===== src/rtl/lpif_pkg.sv =====
// Shared LPIF link definitions
// Width constants, LPIF state codes, flit struct,
// PHY channel word struct and debug status word

package lpif_pkg;

  ////////////////////////////////////////
  // Widths

  // Flit data and CRC fields
  localparam int LPIF_DATA_W = 64;
  localparam int LPIF_CRC_W  = 16;

  // One PHY channel word, marker and strobe on top
  localparam int PHY_W         = 48;
  localparam int PHY_PAYLOAD_W = PHY_W - 2;

  // Debug counter width in the status word
  localparam int STATUS_CNT_W = 16;

  ////////////////////////////////////////
  // LPIF link state codes

  // Same codes as dstrm_state / ustrm_state
  typedef enum logic [3:0] {
    lpif_reset   = 4'h0,
    lpif_active  = 4'h1,
    lpif_l1      = 4'h4,
    lpif_l2      = 4'h8,
    lpif_retrain = 4'hb
  } lpif_state_e;

  ////////////////////////////////////////
  // Transfer structs

  // One LPIF transfer, state in the top bits
  typedef struct packed {
    lpif_state_e            state;
    logic [1:0]             protid;
    logic [LPIF_DATA_W-1:0] data;
    logic                   dvalid;
    logic [LPIF_CRC_W-1:0]  crc;
    logic                   crc_valid;
    logic                   valid;
  } lpif_flit_t;

  // Flit width, 89 bits
  localparam int LPIF_FLIT_W = $bits(lpif_flit_t);

  // Flit bits carried by the upper channel word
  localparam int PHY1_FLIT_W = LPIF_FLIT_W - PHY_PAYLOAD_W;

  // Channel word, marker bit 47 and strobe bit 46
  typedef struct packed {
    logic                     marker;
    logic                     strobe;
    logic [PHY_PAYLOAD_W-1:0] payload;
  } phy_word_t;

  // Debug status word, 32 bits
  typedef struct packed {
    logic [STATUS_CNT_W-1:0] count;
    logic                    tx_online;
    logic                    rx_online;
    logic [13:0]             reserved;
  } link_status_t;

endpackage

===== src/rtl/lpif_link_top.sv =====
// LPIF over AIB logic link top, master side
// Auto sync, transmit concat and receive concat,
// no FIFO and no credit logic

module lpif_link_top #(
  parameter int DELAY_W = 16
) (
  input  logic                   clk_wr,
  input  logic                   rst_n,

  // Raw online levels
  input  logic                   tx_online,
  input  logic                   rx_online,

  // Online delay counts
  input  logic [DELAY_W-1:0]     delay_x_value,
  input  logic [DELAY_W-1:0]     delay_y_value,

  // User strobe and marker levels
  input  logic                   tx_mrk_userbit,
  input  logic                   tx_stb_userbit,

  // LPIF user side
  input  lpif_pkg::lpif_flit_t   dstrm,
  output lpif_pkg::lpif_flit_t   ustrm,

  // PHY side
  output lpif_pkg::phy_word_t    tx_phy0,
  output lpif_pkg::phy_word_t    tx_phy1,
  input  lpif_pkg::phy_word_t    rx_phy0,
  input  lpif_pkg::phy_word_t    rx_phy1,

  // Debug status
  output lpif_pkg::link_status_t tx_downstream_debug_status,
  output lpif_pkg::link_status_t rx_upstream_debug_status
);

  // Delayed online levels and gated user bits
  logic tx_online_delay;
  logic rx_online_delay;
  logic tx_auto_stb_userbit;
  logic tx_auto_mrk_userbit;

  ////////////////////////////////////////
  // Auto sync

  ll_auto_sync #(
    .DELAY_W (DELAY_W)
  ) ll_auto_sync_i (
    .clk_wr              (clk_wr),
    .rst_n               (rst_n),
    .tx_online           (tx_online),
    .rx_online           (rx_online),
    .delay_x_value       (delay_x_value),
    .delay_y_value       (delay_y_value),
    .tx_mrk_userbit      (tx_mrk_userbit),
    .tx_stb_userbit      (tx_stb_userbit),
    .tx_online_delay     (tx_online_delay),
    .rx_online_delay     (rx_online_delay),
    .tx_auto_stb_userbit (tx_auto_stb_userbit),
    .tx_auto_mrk_userbit (tx_auto_mrk_userbit)
  );

  ////////////////////////////////////////
  // Transmit path

  // Downstream flit onto both channels
  lpif_tx_concat lpif_tx_concat_i (
    .clk_wr         (clk_wr),
    .rst_n          (rst_n),
    .dstrm          (dstrm),
    .tx_online      (tx_online_delay),
    .rx_online      (rx_online_delay),
    .tx_stb_userbit (tx_auto_stb_userbit),
    .tx_mrk_userbit (tx_auto_mrk_userbit),
    .tx_phy0        (tx_phy0),
    .tx_phy1        (tx_phy1),
    .status         (tx_downstream_debug_status)
  );

  ////////////////////////////////////////
  // Receive path

  // Both channels back into an upstream flit
  lpif_rx_concat lpif_rx_concat_i (
    .clk_wr    (clk_wr),
    .rst_n     (rst_n),
    .rx_phy0   (rx_phy0),
    .rx_phy1   (rx_phy1),
    .rx_online (rx_online_delay),
    .tx_online (tx_online_delay),
    .ustrm     (ustrm),
    .status    (rx_upstream_debug_status)
  );

endmodule


===== src/rtl/lpif_rx_concat.sv =====
// Receive concat
// Strobe and marker alignment check across both channels,
// upstream flit unpack and register, misalignment counter

module lpif_rx_concat (
  input  logic                  clk_wr,
  input  logic                  rst_n,

  // Channel words from the PHY
  input  lpif_pkg::phy_word_t   rx_phy0,
  input  lpif_pkg::phy_word_t   rx_phy1,

  // Delayed online levels
  input  logic                  rx_online,
  input  logic                  tx_online,

  output lpif_pkg::lpif_flit_t  ustrm,
  output lpif_pkg::link_status_t status
);

  import lpif_pkg::*;

  logic                    stb_both;
  logic                    stb_diff;
  logic                    mrk_diff;
  logic                    accept;
  logic                    misalign;
  lpif_flit_t              flit_d;
  logic [STATUS_CNT_W-1:0] misalign_cnt_q;

  ////////////////////////////////////////
  // Alignment check

  assign stb_both = rx_phy0.strobe & rx_phy1.strobe;
  assign stb_diff = rx_phy0.strobe ^ rx_phy1.strobe;
  assign mrk_diff = rx_phy0.marker ^ rx_phy1.marker;

  // Both strobes set and markers agree
  assign accept   = rx_online & stb_both & ~mrk_diff;

  // Channels out of step while online
  assign misalign = rx_online & (stb_diff | mrk_diff);

  ////////////////////////////////////////
  // Unpack

  // Pad bits of channel 1 are dropped
  assign flit_d = lpif_flit_t'({rx_phy1.payload[PHY1_FLIT_W-1:0], rx_phy0.payload});

  // One cycle from the PHY pins to ustrm
  always_ff @(posedge clk_wr or negedge rst_n) begin
    if (!rst_n) begin
      ustrm <= '0;
    end else if (accept) begin
      ustrm <= flit_d;
    end else begin
      // Rejected or idle pair gives an empty flit
      ustrm <= '0;
    end
  end

  ////////////////////////////////////////
  // Misalignment count

  // Wraps at 16 bits
  always_ff @(posedge clk_wr or negedge rst_n) begin
    if (!rst_n) begin
      misalign_cnt_q <= '0;
    end else if (misalign) begin
      misalign_cnt_q <= misalign_cnt_q + 1'b1;
    end
  end

  // Status word
  always_comb begin
    status.count     = misalign_cnt_q;
    status.tx_online = tx_online;
    status.rx_online = rx_online;
    status.reserved  = '0;
  end

endmodule


===== src/rtl/lpif_tx_concat.sv =====
// Transmit concat
// Packs a downstream flit into two registered PHY words,
// sent flit counter and tx status word

module lpif_tx_concat (
  input  logic                  clk_wr,
  input  logic                  rst_n,

  // Downstream flit, valid is a per-cycle strobe
  input  lpif_pkg::lpif_flit_t  dstrm,

  // Delayed online levels
  input  logic                  tx_online,
  input  logic                  rx_online,

  // Gated strobe and marker
  input  logic                  tx_stb_userbit,
  input  logic                  tx_mrk_userbit,

  output lpif_pkg::phy_word_t   tx_phy0,
  output lpif_pkg::phy_word_t   tx_phy1,
  output lpif_pkg::link_status_t status
);

  import lpif_pkg::*;

  // Flit padded out to both payloads
  logic [2*PHY_PAYLOAD_W-1:0] flit_ext;
  phy_word_t                  phy0_d;
  phy_word_t                  phy1_d;
  logic [STATUS_CNT_W-1:0]    flit_cnt_q;

  ////////////////////////////////////////
  // Packing

  // Top pad bits are zero
  assign flit_ext = {{(2*PHY_PAYLOAD_W-LPIF_FLIT_W){1'b0}}, dstrm};

  always_comb begin
    // Low half on channel 0
    phy0_d.marker  = tx_mrk_userbit;
    phy0_d.strobe  = tx_stb_userbit;
    phy0_d.payload = flit_ext[PHY_PAYLOAD_W-1:0];
    // High half on channel 1, same strobe and marker
    phy1_d.marker  = tx_mrk_userbit;
    phy1_d.strobe  = tx_stb_userbit;
    phy1_d.payload = flit_ext[2*PHY_PAYLOAD_W-1:PHY_PAYLOAD_W];
  end

  // One cycle from dstrm to the PHY pins
  always_ff @(posedge clk_wr or negedge rst_n) begin
    if (!rst_n) begin
      tx_phy0 <= '0;
      tx_phy1 <= '0;
    end else if (tx_online) begin
      tx_phy0 <= phy0_d;
      tx_phy1 <= phy1_d;
    end else begin
      // Quiet channel while offline
      tx_phy0 <= '0;
      tx_phy1 <= '0;
    end
  end

  ////////////////////////////////////////
  // Sent flit count

  // Wraps at 16 bits
  always_ff @(posedge clk_wr or negedge rst_n) begin
    if (!rst_n) begin
      flit_cnt_q <= '0;
    end else if (dstrm.valid && tx_online) begin
      flit_cnt_q <= flit_cnt_q + 1'b1;
    end
  end

  // Status word
  always_comb begin
    status.count     = flit_cnt_q;
    status.tx_online = tx_online;
    status.rx_online = rx_online;
    status.reserved  = '0;
  end

endmodule


===== src/rtl/ll_auto_sync.sv =====
// Link auto sync
// Delayed tx/rx online levels from programmable counts,
// user strobe and marker gating

module ll_auto_sync #(
  parameter int DELAY_W = 16
) (
  input  logic               clk_wr,
  input  logic               rst_n,

  // Raw online levels
  input  logic               tx_online,
  input  logic               rx_online,

  // Consecutive edge counts
  input  logic [DELAY_W-1:0] delay_x_value,
  input  logic [DELAY_W-1:0] delay_y_value,

  // User strobe and marker levels
  input  logic               tx_mrk_userbit,
  input  logic               tx_stb_userbit,

  output logic               tx_online_delay,
  output logic               rx_online_delay,
  output logic               tx_auto_stb_userbit,
  output logic               tx_auto_mrk_userbit
);

  typedef enum logic [1:0] {
    sync_idle,
    sync_counting,
    sync_online
  } sync_state_e;

  // Index 0 is the tx direction, index 1 the rx direction
  logic               qual [2];
  logic [DELAY_W-1:0] delay_val [2];
  logic [1:0]         online;

  // rx only qualifies once tx is up
  assign qual[0] = tx_online;
  assign qual[1] = rx_online & tx_online_delay;

  assign delay_val[0] = delay_x_value;
  assign delay_val[1] = delay_y_value;

  ////////////////////////////////////////
  // Online delay FSMs

  for (genvar i = 0; i < 2; i++) begin : g_dir
    sync_state_e        state_q;
    sync_state_e        state_d;
    logic [DELAY_W-1:0] cnt_q;
    logic [DELAY_W-1:0] cnt_d;
    logic [DELAY_W:0]   cnt_inc;
    logic               cnt_done;

    // Count of qualifying edges including this one
    assign cnt_inc  = {1'b0, cnt_q} + {{DELAY_W{1'b0}}, 1'b1};
    // Zero delay is done on the first edge too
    assign cnt_done = cnt_inc >= {1'b0, delay_val[i]};

    always_comb begin
      state_d = state_q;
      cnt_d   = cnt_q;
      case (state_q)
        sync_idle, sync_counting: begin
          if (!qual[i]) begin
            // Run broken, start over
            state_d = sync_idle;
            cnt_d   = '0;
          end else if (cnt_done) begin
            state_d = sync_online;
            cnt_d   = '0;
          end else begin
            state_d = sync_counting;
            cnt_d   = cnt_inc[DELAY_W-1:0];
          end
        end
        sync_online: begin
          // Drop on the first low sample
          if (!qual[i]) begin
            state_d = sync_idle;
          end
        end
        default: begin
          state_d = sync_idle;
          cnt_d   = '0;
        end
      endcase
    end

    always_ff @(posedge clk_wr or negedge rst_n) begin
      if (!rst_n) begin
        state_q <= sync_idle;
        cnt_q   <= '0;
      end else begin
        state_q <= state_d;
        cnt_q   <= cnt_d;
      end
    end

    assign online[i] = (state_q == sync_online);
  end

  assign tx_online_delay = online[0];
  assign rx_online_delay = online[1];

  ////////////////////////////////////////
  // Strobe and marker gating

  // No strobe or marker toward the far side before tx is up
  assign tx_auto_stb_userbit = tx_stb_userbit & tx_online_delay;
  assign tx_auto_mrk_userbit = tx_mrk_userbit & tx_online_delay;

endmodule


===== config.mk =====
export PLATFORM = sky130hd
export DESIGN_NAME = lpif_link_top
export DESIGN_NICKNAME = d
export VERILOG_FILES = /design/src/rtl/lpif_pkg.sv /design/src/rtl/lpif_link_top.sv /design/src/rtl/lpif_rx_concat.sv /design/src/rtl/lpif_tx_concat.sv /design/src/rtl/ll_auto_sync.sv
export SDC_FILE = /design/constraint.sdc
export NUM_CORES = 1
export LEC_CHECK = 0
export BUFFER_PORTS_ARGS = -buffer_cell sky130_fd_sc_hd__buf_2
export CORE_AREA = 2 2 185 187
export CTS_BUF_LIST = sky130_fd_sc_hd__clkbuf_4 sky130_fd_sc_hd__clkbuf_8 sky130_fd_sc_hd__clkbuf_16
export CTS_CLUSTER_SIZE = 30
export DETAILED_ROUTE_END_ITERATION = 6
export DIE_AREA = 0 0 187 189
export HOLD_SLACK_MARGIN = 0.06
export SLEW_MARGIN = 20
export SYNTH_ARGS = -nofsm -noshare
export SYNTH_HDL_FRONTEND = slang
export SYNTH_SLANG_ARGS = --single-unit

===== constraint.sdc =====
create_clock -name clk_wr -period 3.65 [get_ports clk_wr]
set_input_delay 0.73 -clock clk_wr [delete_from_list [all_inputs] [get_ports clk_wr]]
set_output_delay 0.73 -clock clk_wr [all_outputs]
set_load 0.01 [all_outputs]

==> flow_metrics.env <==
export IMPL_synth_main_ff_cell="dfrtp_1"
export IMPL_cpPeakStageDelay_ps=430
export IMPL_skew_ps=13.3
export IMPL_io_buffers=437
export IMPL_status="finished, final reports clean"
export IMPL_cts_resized=0
export IMPL_start_util=0.306
export IMPL_max_slew_margin=0.569
export IMPL_regToRegSetupSlack_ps=300
export IMPL_ctsRootBufferMaster="clkbuf_16"
export IMPL_power_density_nw_per_um2=432
export IMPL_post_cts_buffers=0
export IMPL_via_count=7549
export IMPL_dr_pass1_iters=4
export IMPL_fp_dieH_um=189
export IMPL_crit_family="simple AND/OR/NAND/NOR gates"
export IMPL_cp_max_fo=8
export IMPL_routabilityCongestion=0.796
export IMPL_seq_area_frac_synth=0.609
export IMPL_cp_start_kind="flip-flop"
export IMPL_finalCritPeriodShare=0.918
export IMPL_cts_inserted_buffers=29
export IMPL_multi_input_area_um2=3560
export IMPL_cts_buffer_depth=3
export IMPL_tightest_slew_ps=647
export IMPL_h_tree_depth=1
export IMPL_leakage_nw=8.01
export IMPL_finalMaxSlewViolations=0
export IMPL_clock_sinks=248
export IMPL_regArea_um2=6210
export IMPL_grt_pass1_wl_mm=42.9
export IMPL_hold_viol=0
export IMPL_grt_overflow_total=0
export IMPL_layout_nets=1562
export IMPL_reg2reg_depth=13
export IMPL_intPower_w=0.00466
export IMPL_setup_viol=0
export IMPL_dpl_hpwl_mm=21.0
export IMPL_cts_tree="built"
export IMPL_synth_cell_types=52
export IMPL_final_cell_mix="436 x buf_2, 248 x dfrtp_1, 181 x and2_1, 40 x nand2_1, 40 x inv_1"
export IMPL_wirelength_mm=27.8
export IMPL_final_common_cell="buf_2"
export IMPL_setup_worst_path_class="reg2reg"
export IMPL_dieArea_um2=35300
export IMPL_tns_ps=0
export IMPL_insertion_delay_ps=550
export IMPL_swShare=0.217
export IMPL_yosys_top_cells_area="dfrtp_1 61%, and2_1 11%, ha_1 4.5%, xnor2_1 2.8%, buf_4 2.8%"
export IMPL_syn2layout_area_growth_pct=35.2
export IMPL_crit_chain="ha_1, nand3_2, or3_4, or3_1, nand2_1, ha_1, a21oi_1, nor2b_1, a2111oi_4, nand4_2, buf_4, nor3b_1, a21o_1"
export IMPL_grt_pass1_vias=7647
export IMPL_via_per_inst=4.27
export IMPL_dp_slack_ps=299
export IMPL_postSynthCellCount=852
export IMPL_grt_setup_unrepaired="no"
export IMPL_combPwrFrac=0.039
export IMPL_postRouteAntennaNets=0
export IMPL_cp_required_ps=4130
export IMPL_cp_common_cell="ha_1"
export IMPL_crit_cells=13
export IMPL_yosys_warnings=0
export IMPL_cts_hold_buffers=0
export IMPL_yosysTopAreaCell="dfrtp_1"
export IMPL_end_kind="flip-flop"
export IMPL_layout_min_cycle_time_ps=3350
export IMPL_p_clk_frac=0.497
export IMPL_drc=0
export IMPL_final_fill_count=3290
export IMPL_grt_use_total=0.154
export IMPL_hold_class="in2async"
export IMPL_wire_per_inst_um=15.7
export IMPL_die_x_um=187
export IMPL_syn_avg_cell_area_um2=12.0
export IMPL_drtIter0Drc=255
export IMPL_cp_slowest_cell="or3_4"
export IMPL_crit_arrival_ps=3830
export IMPL_synthArstFlopShare=1.00
export IMPL_drive_gt1_frac=0.393
export IMPL_ios=472
export IMPL_ys_ff_latch=248
export IMPL_synth_edf_count=0
export IMPL_ir_drop_uv=319
export IMPL_clk_pin_slew_worst_paths_ps=60
export IMPL_seqPwrFrac=0.464
export IMPL_finalWorstSetupSlack_ps=300
export IMPL_antenna_found_initial=6
export IMPL_std_cell_rows=67
export IMPL_synth_top_area_share=0.609
export IMPL_coreArea_um2=33300
export IMPL_drv_cap=0
export IMPL_path_buf_inv=1
export IMPL_syn_area_um2=10200
export IMPL_grt_max_degree=98
export IMPL_p_sw_w=0.00129
export IMPL_max_freq_mhz=299
export IMPL_p_total_w=0.00595
routing by layer:
| metal | up-vias | global-route usage | share of wire |
|---|---|---|---|
| li1 | 3615 | - | - |
| met1 | 3589 | 0.191 | 0.40 |
| met3 | 53 | 0.0489 | 0.086 |
| met5 | - | 0 | 0.0020 |
| met4 | 10 | 0.0418 | 0.021 |
| met2 | 282 | 0.257 | 0.49 |
layout make-up:
class | instances | share of cell area
tap | 448 | 0.0407
clock inverter | 12 | 0.0124
sequential | 248 | 0.451
clock buffer | 36 | 0.0570
timing repair buffer | 450 | 0.169
multi-input combinational | 531 | 0.258
antenna | 1 | 0.000182
inverter | 42 | 0.0114
registers in the layout (all words and copies together) (netlist names):
| name | flops |
|---|---|
| lpif_rx_concat_i.ustrm | 89 |
| lpif_tx_concat_i.tx_phy0 | 48 |
| lpif_tx_concat_i.tx_phy1 | 43 |
| ll_auto_sync_i.g_dir.cnt_q | 32 |
| lpif_rx_concat_i.misalign_cnt_q | 16 |
| lpif_tx_concat_i.flit_cnt_q | 16 |
| ll_auto_sync_i.g_dir.state_q | 4 |
worst paths after layout:
| kind | from | endpoint |
|---|---|---|
| min in group clk_wr | rx_phy1[33] | lpif_rx_concat_i.ustrm[79] |
| max in group asynchronous | rst_n | lpif_rx_concat_i.ustrm[37] |
| worst max-delay path | ll_auto_sync_i.g_dir[1].cnt_q[1] | ll_auto_sync_i.g_dir[1].cnt_q[11] |
| worst min-delay path | rst_n | ll_auto_sync_i.g_dir[1].cnt_q[6] |
| worst min register to register | lpif_tx_concat_i.flit_cnt_q[15] | lpif_tx_concat_i.flit_cnt_q[15] |
| worst max register to register | ll_auto_sync_i.g_dir[1].cnt_q[1] | ll_auto_sync_i.g_dir[1].cnt_q[11] |
stage by stage:
| step | util | cell area (um2) | hold WS (ps) | instances |
|---|---|---|---|---|
| after CTS | 0.414 | 13800 | 68.4 | 1767 |
| final | 0.414 | 13800 | 72.0 | 1768 |
| after global routing | 0.414 | 13800 | 70.9 | 1768 |
| after detailed placement | 0.385 | 12800 | 473 | 1719 |
| after global placement | 0.385 | 12800 | 453 | 1719 |
| after floorplan | - | 10300 | 434 | 882 |
worst register-to-register path, stage by stage, from the launching register on:
cell and delay (ps):
dfrtp_1 390, ha_1 270, nand3_2 110, or3_4 430, or3_1 380, nand2_1 90, ha_1 240, a21oi_1 140
nor2b_1 90, a2111oi_4 350, nand4_2 260, buf_4 250, nor3b_1 190, a21o_1 100
power groups by stage:
stage	Sequential, W	Clock, W	Combinational (W)
floorplan	0.00281	0	0.0000803
global placement	0.00281	0	0.000236
detailed placement	0.00281	0	0.000241
CTS	0.00276	0.00306	0.000242
global route	0.00276	0.00319	0.000271
finish	0.00276	0.00295	0.000234
synth_stat cells, drive strengths merged, types with 2 or more instances:
cell type	count
nor2	23
nand3	30
ha	37
o21ai	13
clkbuf	22
nor3	13
nor2b	4
and3	6
mux2	2
a21o	9
nand4	19
nand2	40
a22o	19
and2	181
xnor2	33
dfrtp	248
o31ai	3
nor3b	2
o21bai	2
buf	39
inv	41
a21oi	17
or3	6
nand2b	5
xor2	22
logic make-up (layout without fill, tap and decap cells):
group	count (synthesis)	count (layout)	synth area share
muxes	2	2	0.00221
and+or+nand+nor	332	332	0.190
xor gates and xnor gates	55	55	0.0473
adders and majority gates	37	37	0.0455
AOI/OAI and AO/OA	74	74	0.0528
buffers and inverters	103	540	0.0529
DFF	248	248	0.609
other	1	32	0.000368
Note: power is estimated with default switching activity, not from simulation.
